==> src/hw/cpu_pkg.sv <==
package cpu_pkg;

    // Top nibble of every instruction
    typedef enum logic [3:0] {
        OP_ALU  = 4'd0,
        OP_ADDI = 4'd1,
        OP_LW   = 4'd2,
        OP_SW   = 4'd3,
        OP_BEQ  = 4'd4,
        OP_BNE  = 4'd5,
        OP_J    = 4'd6,
        OP_HALT = 4'd15   // Remaining codes behave as no-ops
    } opcode_e;

    // ALU operation, same encoding as the OP_ALU function field
    typedef enum logic [3:0] {
        ALU_ADD = 4'd0,
        ALU_SUB = 4'd1,
        ALU_AND = 4'd2,
        ALU_OR  = 4'd3,
        ALU_XOR = 4'd4,
        ALU_SLL = 4'd5,
        ALU_SRL = 4'd6
    } alu_op_e;

    // Where a stage-one operand comes from
    typedef enum logic [1:0] {
        FWD_REG = 2'd0,   // Register file
        FWD_S2  = 2'd1,   // Stage-two ALU result
        FWD_S3  = 2'd2    // Stage-three write-back data
    } fwd_sel_e;

    // One 16-bit word, four instruction formats
    typedef union packed {
        struct packed {opcode_e op; logic [3:0] ra; logic [3:0] rb; alu_op_e func;} r_fmt;
        struct packed {opcode_e op; logic [3:0] ra; logic [7:0] imm8;} i_fmt;
        struct packed {opcode_e op; logic [3:0] ra; logic [3:0] rb; logic [3:0] off4;} b_fmt;
        struct packed {opcode_e op; logic [11:0] off12;} j_fmt;
    } instr_u;

endpackage
==> src/hw/cpu_core.sv <==
module cpu_core #(
    parameter logic [15:0] RESET_PC = 16'h0000
) (
    input  logic        clk,
    input  logic        rst,
    output logic [15:0] imem_addr,
    input  logic [15:0] imem_rdata,
    output logic [15:0] dmem_addr,
    output logic [15:0] dmem_wdata,
    output logic        dmem_we,
    input  logic [15:0] dmem_rdata,
    output logic        wb_valid,
    output logic [3:0]  wb_addr,
    output logic [15:0] wb_data,
    output logic        halted
);

    cpu_pkg::alu_op_e s2_alu_op;
    logic        s2_valid, s2_reg_wr, s2_mem_rd, s2_mem_wr;
    logic [15:0] s2_op_a, s2_op_b, s2_store_data, s2_alu_result;
    logic [3:0]  s2_dest;
    logic        s3_valid, s3_reg_wr, s3_mem_rd, s3_mem_wr;
    logic [15:0] s3_result, s3_store_data;
    logic [3:0]  s3_dest;

    // Fetch, decode, register read, branch
    stage_one #(.RESET_PC(RESET_PC)) u_stage_one (
        .clk(clk), .rst(rst), .imem_addr(imem_addr), .imem_rdata(imem_rdata),
        .wb_valid(wb_valid), .wb_addr(wb_addr), .wb_data(wb_data),
        .s2_alu_result(s2_alu_result), .halted(halted), .s2_valid(s2_valid),
        .s2_op_a(s2_op_a), .s2_op_b(s2_op_b), .s2_alu_op(s2_alu_op),
        .s2_reg_wr(s2_reg_wr), .s2_mem_rd(s2_mem_rd), .s2_mem_wr(s2_mem_wr),
        .s2_store_data(s2_store_data), .s2_dest(s2_dest)
    );

    // Execute
    stage_two u_stage_two (
        .clk(clk), .rst(rst), .s2_valid(s2_valid), .s2_op_a(s2_op_a), .s2_op_b(s2_op_b),
        .s2_alu_op(s2_alu_op), .s2_reg_wr(s2_reg_wr), .s2_mem_rd(s2_mem_rd),
        .s2_mem_wr(s2_mem_wr), .s2_store_data(s2_store_data), .s2_dest(s2_dest),
        .s2_alu_result(s2_alu_result), .s3_valid(s3_valid), .s3_result(s3_result),
        .s3_reg_wr(s3_reg_wr), .s3_mem_rd(s3_mem_rd), .s3_mem_wr(s3_mem_wr),
        .s3_store_data(s3_store_data), .s3_dest(s3_dest)
    );

    // Memory access and write-back
    stage_three u_stage_three (
        .s3_valid(s3_valid), .s3_result(s3_result), .s3_reg_wr(s3_reg_wr),
        .s3_mem_rd(s3_mem_rd), .s3_mem_wr(s3_mem_wr), .s3_store_data(s3_store_data),
        .s3_dest(s3_dest), .dmem_addr(dmem_addr), .dmem_wdata(dmem_wdata),
        .dmem_we(dmem_we), .dmem_rdata(dmem_rdata), .wb_valid(wb_valid),
        .wb_addr(wb_addr), .wb_data(wb_data)
    );

endmodule

==> src/hw/stage_three.sv <==
module stage_three (
    input  logic        s3_valid,
    input  logic [15:0] s3_result,
    input  logic        s3_reg_wr,
    input  logic        s3_mem_rd,
    input  logic        s3_mem_wr,
    input  logic [15:0] s3_store_data,
    input  logic [3:0]  s3_dest,
    output logic [15:0] dmem_addr,
    output logic [15:0] dmem_wdata,
    output logic        dmem_we,
    input  logic [15:0] dmem_rdata,
    output logic        wb_valid,
    output logic [3:0]  wb_addr,
    output logic [15:0] wb_data
);

    // Memory port, address is the ALU result of rb + 0
    assign dmem_addr  = s3_result;
    assign dmem_wdata = s3_store_data;
    assign dmem_we    = s3_valid && s3_mem_wr;   // Write lands at the clock edge

    // Write-back select
    assign wb_valid = s3_valid && s3_reg_wr;
    assign wb_addr  = s3_dest;
    assign wb_data  = s3_mem_rd ? dmem_rdata : s3_result;

endmodule

==> src/hw/stage_two.sv <==
module stage_two (
    input  logic             clk,
    input  logic             rst,
    input  logic             s2_valid,
    input  logic [15:0]      s2_op_a,
    input  logic [15:0]      s2_op_b,
    input  cpu_pkg::alu_op_e s2_alu_op,
    input  logic             s2_reg_wr,
    input  logic             s2_mem_rd,
    input  logic             s2_mem_wr,
    input  logic [15:0]      s2_store_data,
    input  logic [3:0]       s2_dest,
    output logic [15:0]      s2_alu_result,
    output logic             s3_valid,
    output logic [15:0]      s3_result,
    output logic             s3_reg_wr,
    output logic             s3_mem_rd,
    output logic             s3_mem_wr,
    output logic [15:0]      s3_store_data,
    output logic [3:0]       s3_dest
);

    // ALU, also feeds the forwarding path in stage one
    always_comb begin
        case (s2_alu_op)
            cpu_pkg::ALU_SUB: s2_alu_result = s2_op_a - s2_op_b;
            cpu_pkg::ALU_AND: s2_alu_result = s2_op_a & s2_op_b;
            cpu_pkg::ALU_OR:  s2_alu_result = s2_op_a | s2_op_b;
            cpu_pkg::ALU_XOR: s2_alu_result = s2_op_a ^ s2_op_b;
            cpu_pkg::ALU_SLL: s2_alu_result = s2_op_a << s2_op_b[3:0];  // Low nibble only
            cpu_pkg::ALU_SRL: s2_alu_result = s2_op_a >> s2_op_b[3:0];
            default:          s2_alu_result = s2_op_a + s2_op_b;
        endcase
    end

    always_ff @(posedge clk or posedge rst) begin
        if (rst) begin
            s3_valid  <= 1'b0;
            s3_reg_wr <= 1'b0;
            s3_mem_rd <= 1'b0;
            s3_mem_wr <= 1'b0;
        end else begin
            s3_valid  <= s2_valid;
            s3_reg_wr <= s2_reg_wr;
            s3_mem_rd <= s2_mem_rd;
            s3_mem_wr <= s2_mem_wr;
        end
    end

    always_ff @(posedge clk) begin
        s3_result     <= s2_alu_result;
        s3_store_data <= s2_store_data;
        s3_dest       <= s2_dest;
    end

endmodule

==> src/hw/stage_one.sv <==
module stage_one #(
    parameter logic [15:0] RESET_PC = 16'h0000
) (
    input  logic             clk,
    input  logic             rst,
    output logic [15:0]      imem_addr,
    input  logic [15:0]      imem_rdata,
    input  logic             wb_valid,
    input  logic [3:0]       wb_addr,
    input  logic [15:0]      wb_data,
    input  logic [15:0]      s2_alu_result,
    output logic             halted,
    output logic             s2_valid,
    output logic [15:0]      s2_op_a,
    output logic [15:0]      s2_op_b,
    output cpu_pkg::alu_op_e s2_alu_op,
    output logic             s2_reg_wr,
    output logic             s2_mem_rd,
    output logic             s2_mem_wr,
    output logic [15:0]      s2_store_data,
    output logic [3:0]       s2_dest
);

    cpu_pkg::instr_u   instr;
    cpu_pkg::alu_op_e  alu_op;
    cpu_pkg::fwd_sel_e fwd_a;
    cpu_pkg::fwd_sel_e fwd_b;
    logic        reg_wr, mem_rd, mem_wr, use_imm;
    logic        is_beq, is_bne, is_jump, is_halt;
    logic        uses_ra, uses_rb, stall;
    logic [15:0] pc, pc_plus2, br_target, j_target, next_pc;
    logic [15:0] ra_data, rb_data, ra_val, rb_val, imm_sext;
    logic        take_branch, issue, is_mem;

    assign imem_addr = pc;
    assign instr     = imem_rdata;   // Reinterpreted through the union views

    control_decode u_decode (
        .instr(instr), .alu_op(alu_op), .reg_wr(reg_wr), .mem_rd(mem_rd),
        .mem_wr(mem_wr), .use_imm(use_imm), .is_beq(is_beq), .is_bne(is_bne),
        .is_jump(is_jump), .is_halt(is_halt), .uses_ra(uses_ra), .uses_rb(uses_rb)
    );

    hazard_unit u_hazard (
        .ra(instr.r_fmt.ra), .rb(instr.r_fmt.rb), .uses_ra(uses_ra), .uses_rb(uses_rb),
        .s2_valid(s2_valid), .s2_reg_wr(s2_reg_wr), .s2_mem_rd(s2_mem_rd),
        .s2_dest(s2_dest), .s3_valid(wb_valid),
        .s3_reg_wr(1'b1),             // wb_valid already means a register write
        .s3_dest(wb_addr), .fwd_a(fwd_a), .fwd_b(fwd_b), .stall(stall)
    );

    reg_file u_regs (
        .clk(clk), .rst(rst), .ra_addr(instr.r_fmt.ra), .rb_addr(instr.r_fmt.rb),
        .ra_data(ra_data), .rb_data(rb_data), .wr_en(wb_valid), .wr_addr(wb_addr),
        .wr_data(wb_data)
    );

    // Forwarding muxes
    assign ra_val = (fwd_a == cpu_pkg::FWD_S2) ? s2_alu_result :
                    (fwd_a == cpu_pkg::FWD_S3) ? wb_data : ra_data;
    assign rb_val = (fwd_b == cpu_pkg::FWD_S2) ? s2_alu_result :
                    (fwd_b == cpu_pkg::FWD_S3) ? wb_data : rb_data;

    // Branch resolution in decode, nothing to flush
    assign take_branch = (is_beq && (ra_val == rb_val)) || (is_bne && (ra_val != rb_val));
    assign pc_plus2    = pc + 16'd2;
    assign br_target   = pc_plus2 + {{11{instr.b_fmt.off4[3]}}, instr.b_fmt.off4, 1'b0};
    assign j_target    = pc_plus2 + {{3{instr.j_fmt.off12[11]}}, instr.j_fmt.off12, 1'b0};
    assign next_pc     = is_jump ? j_target : (take_branch ? br_target : pc_plus2);

    assign imm_sext = {{8{instr.i_fmt.imm8[7]}}, instr.i_fmt.imm8};
    assign is_mem   = mem_rd || mem_wr;           // Address is rb + 0
    assign issue    = !stall && !halted && (reg_wr || mem_wr);

    always_ff @(posedge clk or posedge rst) begin
        if (rst) begin
            pc     <= RESET_PC;
            halted <= 1'b0;
        end else begin
            if (is_halt) halted <= 1'b1;                    // Sticky until reset
            if (!stall && !halted && !is_halt) pc <= next_pc;
        end
    end

    // Stage-two controls, bubble on stall, halt or non-writing ops
    always_ff @(posedge clk or posedge rst) begin
        if (rst) begin
            s2_valid  <= 1'b0;
            s2_reg_wr <= 1'b0;
            s2_mem_rd <= 1'b0;
            s2_mem_wr <= 1'b0;
        end else begin
            s2_valid  <= issue;
            s2_reg_wr <= issue && reg_wr;
            s2_mem_rd <= issue && mem_rd;
            s2_mem_wr <= issue && mem_wr;
        end
    end

    always_ff @(posedge clk) begin
        s2_op_a       <= is_mem ? rb_val : ra_val;
        s2_op_b       <= use_imm ? imm_sext : (is_mem ? 16'h0000 : rb_val);
        s2_alu_op     <= alu_op;
        s2_store_data <= ra_val;
        s2_dest       <= instr.r_fmt.ra;      // ra doubles as destination
    end

endmodule

==> src/hw/reg_file.sv <==
module reg_file (
    input  logic        clk,
    input  logic        rst,
    input  logic [3:0]  ra_addr,
    input  logic [3:0]  rb_addr,
    output logic [15:0] ra_data,
    output logic [15:0] rb_data,
    input  logic        wr_en,
    input  logic [3:0]  wr_addr,
    input  logic [15:0] wr_data
);

    logic [15:0] regs [16];

    // Asynchronous reads, old value on same-cycle write
    assign ra_data = regs[ra_addr];
    assign rb_data = regs[rb_addr];

    // Single write port, whole file cleared on reset
    always_ff @(posedge clk or posedge rst) begin
        if (rst) begin
            for (int i = 0; i < 16; i++) begin
                regs[i] <= 16'h0000;
            end
        end else if (wr_en) begin
            regs[wr_addr] <= wr_data;
        end
    end

endmodule

==> src/hw/hazard_unit.sv <==
module hazard_unit (
    input  logic              [3:0] ra,
    input  logic              [3:0] rb,
    input  logic                    uses_ra,
    input  logic                    uses_rb,
    input  logic                    s2_valid,
    input  logic                    s2_reg_wr,
    input  logic                    s2_mem_rd,
    input  logic              [3:0] s2_dest,
    input  logic                    s3_valid,
    input  logic                    s3_reg_wr,
    input  logic              [3:0] s3_dest,
    output cpu_pkg::fwd_sel_e       fwd_a,
    output cpu_pkg::fwd_sel_e       fwd_b,
    output logic                    stall
);

    logic s2_wr;    // Stage two will write a register
    logic s3_wr;    // Stage three writes this cycle
    logic a_s2_hit;
    logic b_s2_hit;
    logic a_s3_hit;
    logic b_s3_hit;

    assign s2_wr = s2_valid && s2_reg_wr;
    assign s3_wr = s3_valid && s3_reg_wr;

    assign a_s2_hit = uses_ra && s2_wr && (s2_dest == ra);
    assign b_s2_hit = uses_rb && s2_wr && (s2_dest == rb);
    assign a_s3_hit = uses_ra && s3_wr && (s3_dest == ra);
    assign b_s3_hit = uses_rb && s3_wr && (s3_dest == rb);

    // Younger producer wins
    assign fwd_a = a_s2_hit ? cpu_pkg::FWD_S2 :
                   a_s3_hit ? cpu_pkg::FWD_S3 : cpu_pkg::FWD_REG;
    assign fwd_b = b_s2_hit ? cpu_pkg::FWD_S2 :
                   b_s3_hit ? cpu_pkg::FWD_S3 : cpu_pkg::FWD_REG;

    // Load data not ready until stage three, wait one cycle
    assign stall = s2_mem_rd && (a_s2_hit || b_s2_hit);

endmodule

==> src/hw/control_decode.sv <==
module control_decode (
    input  cpu_pkg::instr_u  instr,
    output cpu_pkg::alu_op_e alu_op,
    output logic             reg_wr,
    output logic             mem_rd,
    output logic             mem_wr,
    output logic             use_imm,
    output logic             is_beq,
    output logic             is_bne,
    output logic             is_jump,
    output logic             is_halt,
    output logic             uses_ra,
    output logic             uses_rb
);

    always_comb begin
        // Defaults describe a no-op
        alu_op  = cpu_pkg::ALU_ADD;
        reg_wr  = 1'b0;
        mem_rd  = 1'b0;
        mem_wr  = 1'b0;
        use_imm = 1'b0;
        is_beq  = 1'b0;
        is_bne  = 1'b0;
        is_jump = 1'b0;
        is_halt = 1'b0;
        uses_ra = 1'b0;
        uses_rb = 1'b0;
        case (instr.r_fmt.op)
            cpu_pkg::OP_ALU: begin
                reg_wr  = 1'b1;
                uses_ra = 1'b1;
                uses_rb = 1'b1;
                case (instr.r_fmt.func)
                    cpu_pkg::ALU_ADD, cpu_pkg::ALU_SUB, cpu_pkg::ALU_AND,
                    cpu_pkg::ALU_OR, cpu_pkg::ALU_XOR, cpu_pkg::ALU_SLL,
                    cpu_pkg::ALU_SRL: alu_op = instr.r_fmt.func;
                    default:          alu_op = cpu_pkg::ALU_ADD;  // Unknown func adds
                endcase
            end
            cpu_pkg::OP_ADDI: begin
                reg_wr  = 1'b1;
                use_imm = 1'b1;
                uses_ra = 1'b1;   // ra is source and destination
            end
            cpu_pkg::OP_LW: begin
                reg_wr  = 1'b1;
                mem_rd  = 1'b1;
                uses_rb = 1'b1;   // Address only
            end
            cpu_pkg::OP_SW: begin
                mem_wr  = 1'b1;
                uses_ra = 1'b1;   // Store data
                uses_rb = 1'b1;   // Address
            end
            cpu_pkg::OP_BEQ: begin
                is_beq  = 1'b1;
                uses_ra = 1'b1;
                uses_rb = 1'b1;
            end
            cpu_pkg::OP_BNE: begin
                is_bne  = 1'b1;
                uses_ra = 1'b1;
                uses_rb = 1'b1;
            end
            cpu_pkg::OP_J:    is_jump = 1'b1;
            cpu_pkg::OP_HALT: is_halt = 1'b1;
            default: ;        // No-op
        endcase
    end

endmodule

==> config.mk <==
export PLATFORM = sky130hd
export DESIGN_NAME = cpu_core
export DESIGN_NICKNAME = d
export VERILOG_FILES = /design/src/hw/cpu_pkg.sv /design/src/hw/cpu_core.sv /design/src/hw/stage_three.sv /design/src/hw/stage_two.sv /design/src/hw/stage_one.sv /design/src/hw/reg_file.sv /design/src/hw/hazard_unit.sv /design/src/hw/control_decode.sv
export SDC_FILE = /design/constraint.sdc
export NUM_CORES = 1
export LEC_CHECK = 0
export BUFFER_PORTS_ARGS = -buffer_cell sky130_fd_sc_hd__buf_2
export CAP_MARGIN = 20
export CORE_ASPECT_RATIO = 1.75
export CORE_MARGIN = 2
export CORE_UTILIZATION = 45
export DETAILED_ROUTE_END_ITERATION = 10
export GPL_TIMING_DRIVEN = 0
export HOLD_SLACK_MARGIN = 0.02
export PLACE_DENSITY = 0.7
export SYNTH_ARGS = -nofsm -noshare
export SYNTH_HDL_FRONTEND = slang
export SYNTH_HIERARCHICAL = 1
export SYNTH_SLANG_ARGS = --single-unit
==> constraint.sdc <==
create_clock -name clk -period 26.4 [get_ports clk]
set_input_delay 5.28 -clock clk [delete_from_list [all_inputs] [get_ports clk]]
set_output_delay 5.28 -clock clk [all_outputs]
set_load 0.02 [all_outputs]
Word level (Yosys, flattened, before mapping)

Index checks and enable logic that the tools add are counted.

Add/sub/neg operators: 5
Multipliers: 0
Div/mod/pow operators: 0
Order comparisons: 4
Eq/ne operators: 29
Shifts and indexed selects: 2
Multiplexer cells: 34
Bitwise logic cells: 6
Reduce and logical (&&, ||, !) cells: 35

Operators by type and width:

| kind                                                            | count |
|---|---|
| 256-bit bitwise mux                                             | 1 |
| 16-bit 2-to-1 mux                                               | 15 |
| 16-bit binary-select mux with 4-bit select                      | 2 |
| 16-bit case mux with 6 select lines                             | 1 |
| 16-bit demux with 4-bit select                                  | 1 |
| 16-bit adder                                                    | 3 |
| 4-bit by 3-bit == test with 1-bit output, second input constant | 9 |
| 4-bit by 2-bit == test with 1-bit output, second input constant | 6 |
| 1-bit logical AND                                               | 21 |
| 16-bit by 2-bit adder with 16-bit output, second input constant | 1 |
| 16-bit bitwise AND                                              | 1 |
| 16-bit == test                                                  | 1 |
| 4-bit == test                                                   | 4 |
| 16-bit != test                                                  | 1 |
| 16-bit OR                                                       | 1 |
| 16-bit by 4-bit << shifter with 16-bit output                   | 1 |
| 16-bit by 4-bit >> shifter with 16-bit output                   | 1 |
| 16-bit subtractor                                               | 1 |
| 16-bit XOR                                                      | 1 |
| 5-bit >= comparator, second input constant                      | 3 |
| 4-bit inverter with 5-bit output                                | 3 |
| 4-bit by 1-bit == test with 1-bit output, second input constant | 3 |
| 1-bit 2-to-1 mux                                                | 10 |
| 5-bit OR reduction                                              | 2 |
| 11 further kinds                                                | 22 |

Register bits: 373
Bits in latches: 0
Memory bits (writable): 0
Bits in read-only memories: 0
Bits of input ports: 34
Output and inout bits: 71
Logic and storage cells: 149
Memories kept: 0

Longest topological paths before layout

Gate-level depths: netlist of the first run.

Word-level depth: 15
Depth in mapped cells: 26
Depth with buffers taken out: 23

Hierarchy

The synthesis of the first run kept the hierarchy.

By module, submodules not included:

| module         | times used | cells each | area an instance (µm²) | sequential area each (µm²) |
|---|---|---|---|---|
| reg_file       | 1          | 849        | 13294.0                | 6406.1 |
| stage_one      | 1          | 531        | 5081.1                 | 1621.6 |
| stage_two      | 1          | 502        | 4035.1                 | 820.8 |
| stage_three    | 1          | 56         | 531.8                  | 0.0 |
| hazard_unit    | 1          | 35         | 260.2                  | 0.0 |
| control_decode | 1          | 28         | 202.7                  | 0.0 |

Least setup slack after synthesis of the first run

Ideal clock, no wire load.

Path kind: input -> output
From: in dmem_rdata[0]
To: out wb_data[0]
Arrival time: 5.628 ns
Required time: 21.120 ns
Slack: 15.492 ns
Stages: 1
Path through: mux2_2

Cells in the longest elaborated chain, start to end: 1

Ends and longest elaborated chain:

| element           | RTL line          | RTL |
|---|---|---|
| from (decl)       | cpu_core.sv:11    | `input logic [15:0] dmem_rdata,` |
| 16-bit 2-to-1 mux | stage_three.sv:26 | `assign wb_data = s3_mem_rd ? dmem_rdata : s3_result;` |
| to (decl)         | cpu_core.sv:14    | `output logic [15:0] wb_data,` |

No other way between the ends.

Final worst setup path of the first run

Ends and elaborated chain as after synthesis.

==> results of run 1 <==
[layout by cell type, fill, tap and decap left out, types with 53 or more instances in the layout]
cell | netlist | routed
dfxtp_1 | 92 | 92
dfrtp_1 | 280 | 280
ha_1 | 78 | 78
o21ai_0 | 57 | 57
buf_2 | 58 | 159
mux2_2 | 262 | 262
a22oi_1 | 68 | 68
clkbuf_1 | 60 | 67
xnor2_1 | 58 | 58
nand2_1 | 91 | 91
nor2_1 | 112 | 112
mux2i_1 | 121 | 121
mux4_2 | 130 | 130
a21oi_1 | 53 | 53
[stage by stage]
step	power [mW]	hold slack (ns)	area, sq um
floorplan	0.998	0.310	23400
global placement	1.14	0.314	24800
detailed placement	1.16	0.312	24800
CTS	1.71	0.327	26000
global route	1.79	0.329	26000
finish	1.71	0.326	26000
[path summary, 6_finish.rpt]
kind / startpoint / end / slack [ns] / cells past startpoint
max: dmem_rdata[0] / wb_data[0] / 15.12 / 3
min: u_stage_one/s2_store_data[1] / u_stage_two/s3_store_data[1] / 0.33 / 0
max reg2reg: u_stage_one/s2_op_b[1] / u_stage_one/imem_addr[13] / 18.65 / 23
min reg2reg: u_stage_one/s2_store_data[1] / u_stage_two/s3_store_data[1] / 0.33 / 0
max in group asynchronous: rst / u_stage_one/u_regs/regs[41] / 20.22 / 3
min in group asynchronous: rst / u_stage_two/s3_mem_rd / 4.68 / 2
[sequential cells by signal (all words and copies together) (netlist names), 4 cells and up]
signal                     count
u_stage_one/s2_alu_op          4
u_stage_one/u_regs/regs      256
u_stage_one/s2_store_data     16
u_stage_one/s2_op_a           16
u_stage_two/s3_result         16
u_stage_two/s3_store_data     16
u_stage_one/s2_dest            4
u_stage_one/s2_op_b           16
u_stage_one/imem_addr         15
u_stage_two/s3_dest            4
[cells by family after synthesis]
logic type      after synthesis  share of synthesized area
other cells                   3                   0.000481
xor+xnor                     88                     0.0335
flops                       372                      0.378
simple gates                360                     0.0743
buf+inv                     230                     0.0507
mux                         555                      0.325
fa+ha+maj                    80                     0.0434
compound gates              313                     0.0947
[cell type report]
cell class | count | area [sq um] | area share
clock buffer | 51 | 1060 | 0.0407
inverter | 54 | 210 | 0.00807
multi-input combinational | 1400 | 13400 | 0.513
buffer | 176 | 983 | 0.0378
clock inverter | 15 | 199 | 0.00764
timing repair buffer | 102 | 533 | 0.0205
tap | 672 | 841 | 0.0323
sequential | 372 | 8850 | 0.340
[power breakdown]
group	internal (mW)	switching, mW
combinational	0.199	0.327
sequential	0.598	0.0308
clock	0.316	0.240
total	1.11	0.597
[per-layer routing]
metal	vias to the layer above	global-route usage
met5	-	0
met4	0	0.222
met3	322	0.0325
met2	774	0.518
met1	8989	0.277
li1	7725	-
==> impl_metrics.py, run 1 <==
metrics = {
    "worst_setup_path": {
        "cp.arrival_ns": 6.00,
        "crit_family": "multiplexers",
        "endpoint_kind": "output pin",
        "startpoint_type": "input port",
        "crit_chain": "buf_2, mux2_2, buf_2",
        "cp_num_buf_inv": 2,
        "crit_type": "input port to output pin",
        "cp_data_required_time_ns": 21.12,
        "slowest_stage": "mux2_2",
        "cp_max_fo": 10,
        "cp_slowest_stage_delay_ns": 0.39,
        "crit_top_cell": "buf_2",
    },
    "timing": {
        "finalWorstSetupSlack_ns": 15.12,
        "relSlewSlack": 0.347,
        "period_share": 0.427,
        "fin_setup_tns_ns": 0,
        "drv_slew": 0,
        "tightest_slew_ns": 0.953,
        "min_period_ns": 11.28,
        "finalSetupViolations": 0,
        "hold_viol_final": 0,
        "skew_ns": 0.0163,
        "rsz0062_at_grt": "false",
        "fmax_ghz": 0.0887,
    },
    "power_and_ir_drop": {
        "leakagePower_nw": 11.4,
        "vdd_drop_max_uv": 49.5,
        "powerDensity_nw_per_um2": 65.7,
    },
    "logic_synthesis": {
        "syn_inst": 2001,
        "synth_edf_count": 0,
        "syn_area_sq_um": 23400,
        "syn-mean-instance-area_sq_um": 11.7,
        "synth_top_area_share": 0.299,
        "ys.flop_type": "dfrtp_1",
        "synth_most_common_cell": "dfrtp_1",
        "synthTopCellsByCount": "dfrtp_1, mux2_2, mux4_2",
        "yosysWarnings": 6,
        "synth_area_leaders": "dfrtp_1, mux2_2, mux4_2",
        "ys_ff_latch": 372,
        "synth.yosys.seq_area_share": 0.378,
        "yosysTopAreaCell": "dfrtp_1",
        "yosysUniqueCellTypes": 85,
        "async_flop_share": 0.753,
    },
    "placement": {
        "finalWeightedCongestion": 1.01,
        "dpl.cell_count": 2776,
        "place_ws_ns": 15.13,
        "dp_hpwl_microns": 58600,
        "io_buffers": 101,
    },
    "floorplanning": {
        "rows": 110,
        "coreArea_sq_um": 51500,
        "start_util": 0.455,
        "die_area_sq_um": 53900,
        "pin_count": 105,
        "die_width_microns": 176,
        "die_h_microns": 306,
    },
    "drt": {
        "dr_wl_met3_microns": 3360,
        "post_drt_wl_per_cell_microns": 26.4,
        "drt_iter0_drc": 1274,
        "wl_microns": 75100,
        "wl_met1_microns": 24600,
        "viasPerCell": 6.27,
        "drc": 0,
        "maxUsedRoutingLayer": "met4",
        "first_pass_iters": 5,
        "antenna_left": 0,
        "vias": 17800,
        "routed-wl-met2_microns": 40400,
    },
    "clock_tree": {
        "cts_resized": 0,
        "cts-root-buf": "clkbuf_16",
        "clock-sinks": 372,
        "clk_latency_ns": 0.54,
        "cts_buffers": 37,
        "clk_pin_slew_ns": 0.06,
        "clockBufferDepth": 3,
        "htreeDepth": 2,
        "hold_buffers": 0,
        "cts_tree": "done",
        "postCtsSetupRepairBufs": 0,
    },
    "cells_and_area": {
        "syn_to_final_growth_pct": 11.3,
        "final_util": 0.506,
        "nets": 2257,
        "nFillCells": 4621,
        "fin_cells": 2842,
        "antenna_cells": 0,
        "drive_gt1_frac": 0.320,
    },
    "global_routing": {
        "grt_pass1_wl_microns": 114000,
        "grt_use_total": 0.279,
        "grt_max_degree": 133,
        "grt_pass1_vias": 18900,
        "gr-total-overflow": 0,
        "antenna_found_initial": 2,
    },
    "min_path": {
        "min_path_type": "flip-flop to flip-flop",
    },
    "status": {
        "status": "complete, no violations",
    },
    "flow_run": {
        "drv_cap": 0,
    },
}
No activity file was read; power rests on OpenSTA's default activity.
==> run 2, diff against run 1 <==
--- a/config.mk
+++ b/config.mk
@@ -13,7 +13,7 @@
 export DETAILED_ROUTE_END_ITERATION = 10
 export GPL_TIMING_DRIVEN = 0
 export HOLD_SLACK_MARGIN = 0.02
-export PLACE_DENSITY = 0.7
+export PLACE_DENSITY = 0.73
 export SYNTH_ARGS = -nofsm -noshare
 export SYNTH_HDL_FRONTEND = slang
 export SYNTH_HIERARCHICAL = 1
==> constraint.sdc (replaced) <==
create_clock -name clk -period 9.6 [get_ports clk]
set_input_delay 1.92 -clock clk [delete_from_list [all_inputs] [get_ports clk]]
set_output_delay 1.92 -clock clk [all_outputs]
set_load 0.02 [all_outputs]
==> run 2 against run 1 <==
First-iteration DRC count increased by 11%. Cell count about the same. Sequential power increased to 2.8 times the previous value. Die area unchanged. Setup slack got worse by 13 ns. Register-to-register slack got worse by 17 ns. Clock power increased to 2.7 times the previous value. Critical path type is now flip-flop to flip-flop.
==> impl_metrics.py, run 2 (synthesis gave the netlist of run 1 again) <==
metrics = {
    "drt": {
        "viasPerCell": 6.27,
        "post_drt_wl_per_cell_microns": 26.1,
        "first_pass_iters": 6,
        "drc": 0,
        "wl_microns": 74100,
        "drt_iter0_drc": 1414,
        "vias": 17800,
        "antenna_left": 0,
    },
    "cells_and_area": {
        "final_util": 0.506,
        "layout_commonest_cell": "dfrtp_1",
        "fin_cells": 2844,
        "nets": 2257,
        "largest_reg_flops": 256,
        "syn_to_final_growth_pct": 11.4,
        "most-common-layout-cells": "dfrtp_1, mux2_2, buf_2",
        "regMostFlops": "u_stage_one/u_regs/regs",
        "drive_gt1_frac": 0.320,
    },
    "clock_tree": {
        "cts_resized": 0,
        "clockBufferDepth": 3,
        "cts_tree": "done",
        "clk_pin_slew_ns": 0.07,
        "htreeDepth": 2,
        "cts_buffers": 36,
        "clock-sinks": 372,
        "hold_buffers": 0,
        "postCtsSetupRepairBufs": 0,
        "clk_latency_ns": 0.56,
        "cts-root-buf": "clkbuf_16",
    },
    "placement": {
        "finalWeightedCongestion": 1.01,
        "dp_hpwl_microns": 57600,
        "io_buffers": 101,
        "dpl.cell_count": 2776,
    },
    "timing": {
        "fmax_ghz": 0.131,
        "finalSetupViolations": 0,
        "relSlewSlack": 0.337,
        "skew_ns": 0.0234,
        "tightest_slew_ns": 0.994,
        "rsz0062_at_grt": "false",
        "drv_slew": 0,
        "hold_viol_final": 0,
        "period_share": 0.794,
        "min_period_ns": 7.62,
    },
    "worst_setup_path": {
        "cp_slowest_stage_delay_ns": 0.63,
        "endpoint_kind": "flip-flop",
        "cp_data_required_time_ns": 10.07,
        "crit_type": "flip-flop to flip-flop",
        "cp_max_fo": 11,
        "cp.arrival_ns": 8.10,
        "slowest_stage": "clkbuf_1",
        "crit_chain": "buf_2, inv_1, clkbuf_1, ha_1, nor2b_1, a41oi_1, xnor2_1, ha_1, o21ai_0, nor2_1, o22ai_1, o21ai_0, xnor2_1, o221ai_1, mux2i_1, mux2i_1, xor2_1, nand4_1, nor4_2, mux2i_1, or4_1, a41oi_2",
        "startpoint_type": "flip-flop",
        "crit_top_cell": "mux2i_1",
    },
    "power_and_ir_drop": {
        "powerDensity_nw_per_um2": 180,
        "leakagePower_nw": 11.4,
        "vdd_drop_max_uv": 113,
    },
    "floorplanning": {
        "pin_count": 105,
        "rows": 110,
        "die_area_sq_um": 53900,
        "start_util": 0.455,
        "die_width_microns": 176,
        "coreArea_sq_um": 51500,
        "die_h_microns": 306,
    },
    "global_routing": {
        "grt_pass1_wl_microns": 111000,
        "grt_pass1_vias": 18900,
        "gr-total-overflow": 0,
        "grt_max_degree": 132,
        "antenna_found_initial": 1,
        "grt_use_total": 0.273,
    },
    "min_path": {
        "min_path_type": "flip-flop to flip-flop",
    },
    "flow_run": {
        "drv_cap": 0,
    },
    "status": {
        "status": "complete, no violations",
    },
}
## run 2: power breakdown
part / total [mW] / internal, mW / switching [mW]
combinational: 1.44 / 0.548 / 0.896
clock: 1.52 / 0.843 / 0.674
sequential: 1.73 / 1.64 / 0.0840
total: 4.69 / 3.03 / 1.65
## run 2: worst paths after layout
check,start,end,slack [ns],cells past startpoint
worst max-delay path,u_stage_one/s2_op_b[1],u_stage_one/imem_addr[13],1.98,22
worst min-delay path,u_stage_one/s2_store_data[12],u_stage_two/s3_store_data[12],0.33,0
worst max register to register,u_stage_one/s2_op_b[1],u_stage_one/imem_addr[13],1.98,22
worst min register to register,u_stage_one/s2_store_data[12],u_stage_two/s3_store_data[12],0.33,0
max in group asynchronous,rst,u_stage_one/u_regs/regs[123],6.83,3
min in group asynchronous,rst,u_stage_two/s3_valid,1.30,2
## run 2: critical path: cells and delay by family, from the launching register on
kind,cells,cell delay [ns]
xor gates and xnor gates,3,0.94
buffers and inverters,3,1.02
and+or+nand+nor,5,1.90
DFF,1,0.31
AOI/OAI and AO/OA,6,1.85
muxes,3,0.87
adders and majority gates,2,0.64
## run 2: per-stage QoR
stage          power (mW)  TNS [ns]  instance area [sq um]  hold WS, ns  worst slack, ns
2_1_floorplan        2.74         0                  23400        0.310            0.638
3_3_place_gp         3.14   -433.11                  24800        0.311            -1.74
3_5_place_dp         3.17         0                  24800        0.313             1.93
4_1_cts              4.69         0                  26100        0.330             1.88
5_1_grt              4.89         0                  26100        0.336             1.72
6_report             4.69         0                  26100        0.328             1.98
## run 2: layout make-up
| type | instances | area [sq um] |
|---|---|---|
| Fill cell | 4527 | 25400 |
| Multi-Input combinational cell | 1400 | 13400 |
| Sequential cell | 372 | 8850 |
| Clock buffer | 50 | 1050 |
| Buffer | 176 | 983 |
| Tap cell | 672 | 841 |
| Timing Repair Buffer | 103 | 541 |
| Clock inverter | 16 | 221 |
| Inverter | 54 | 210 |
| Antenna cell | 1 | 2.50 |
## run 2: per-layer routing
metal | track usage | wire length (microns)
met1 | 0.266 | 23900
met2 | 0.509 | 39700
met3 | 0.0374 | 3790
met4 | 0.216 | 6670
met5 | 0 | 0
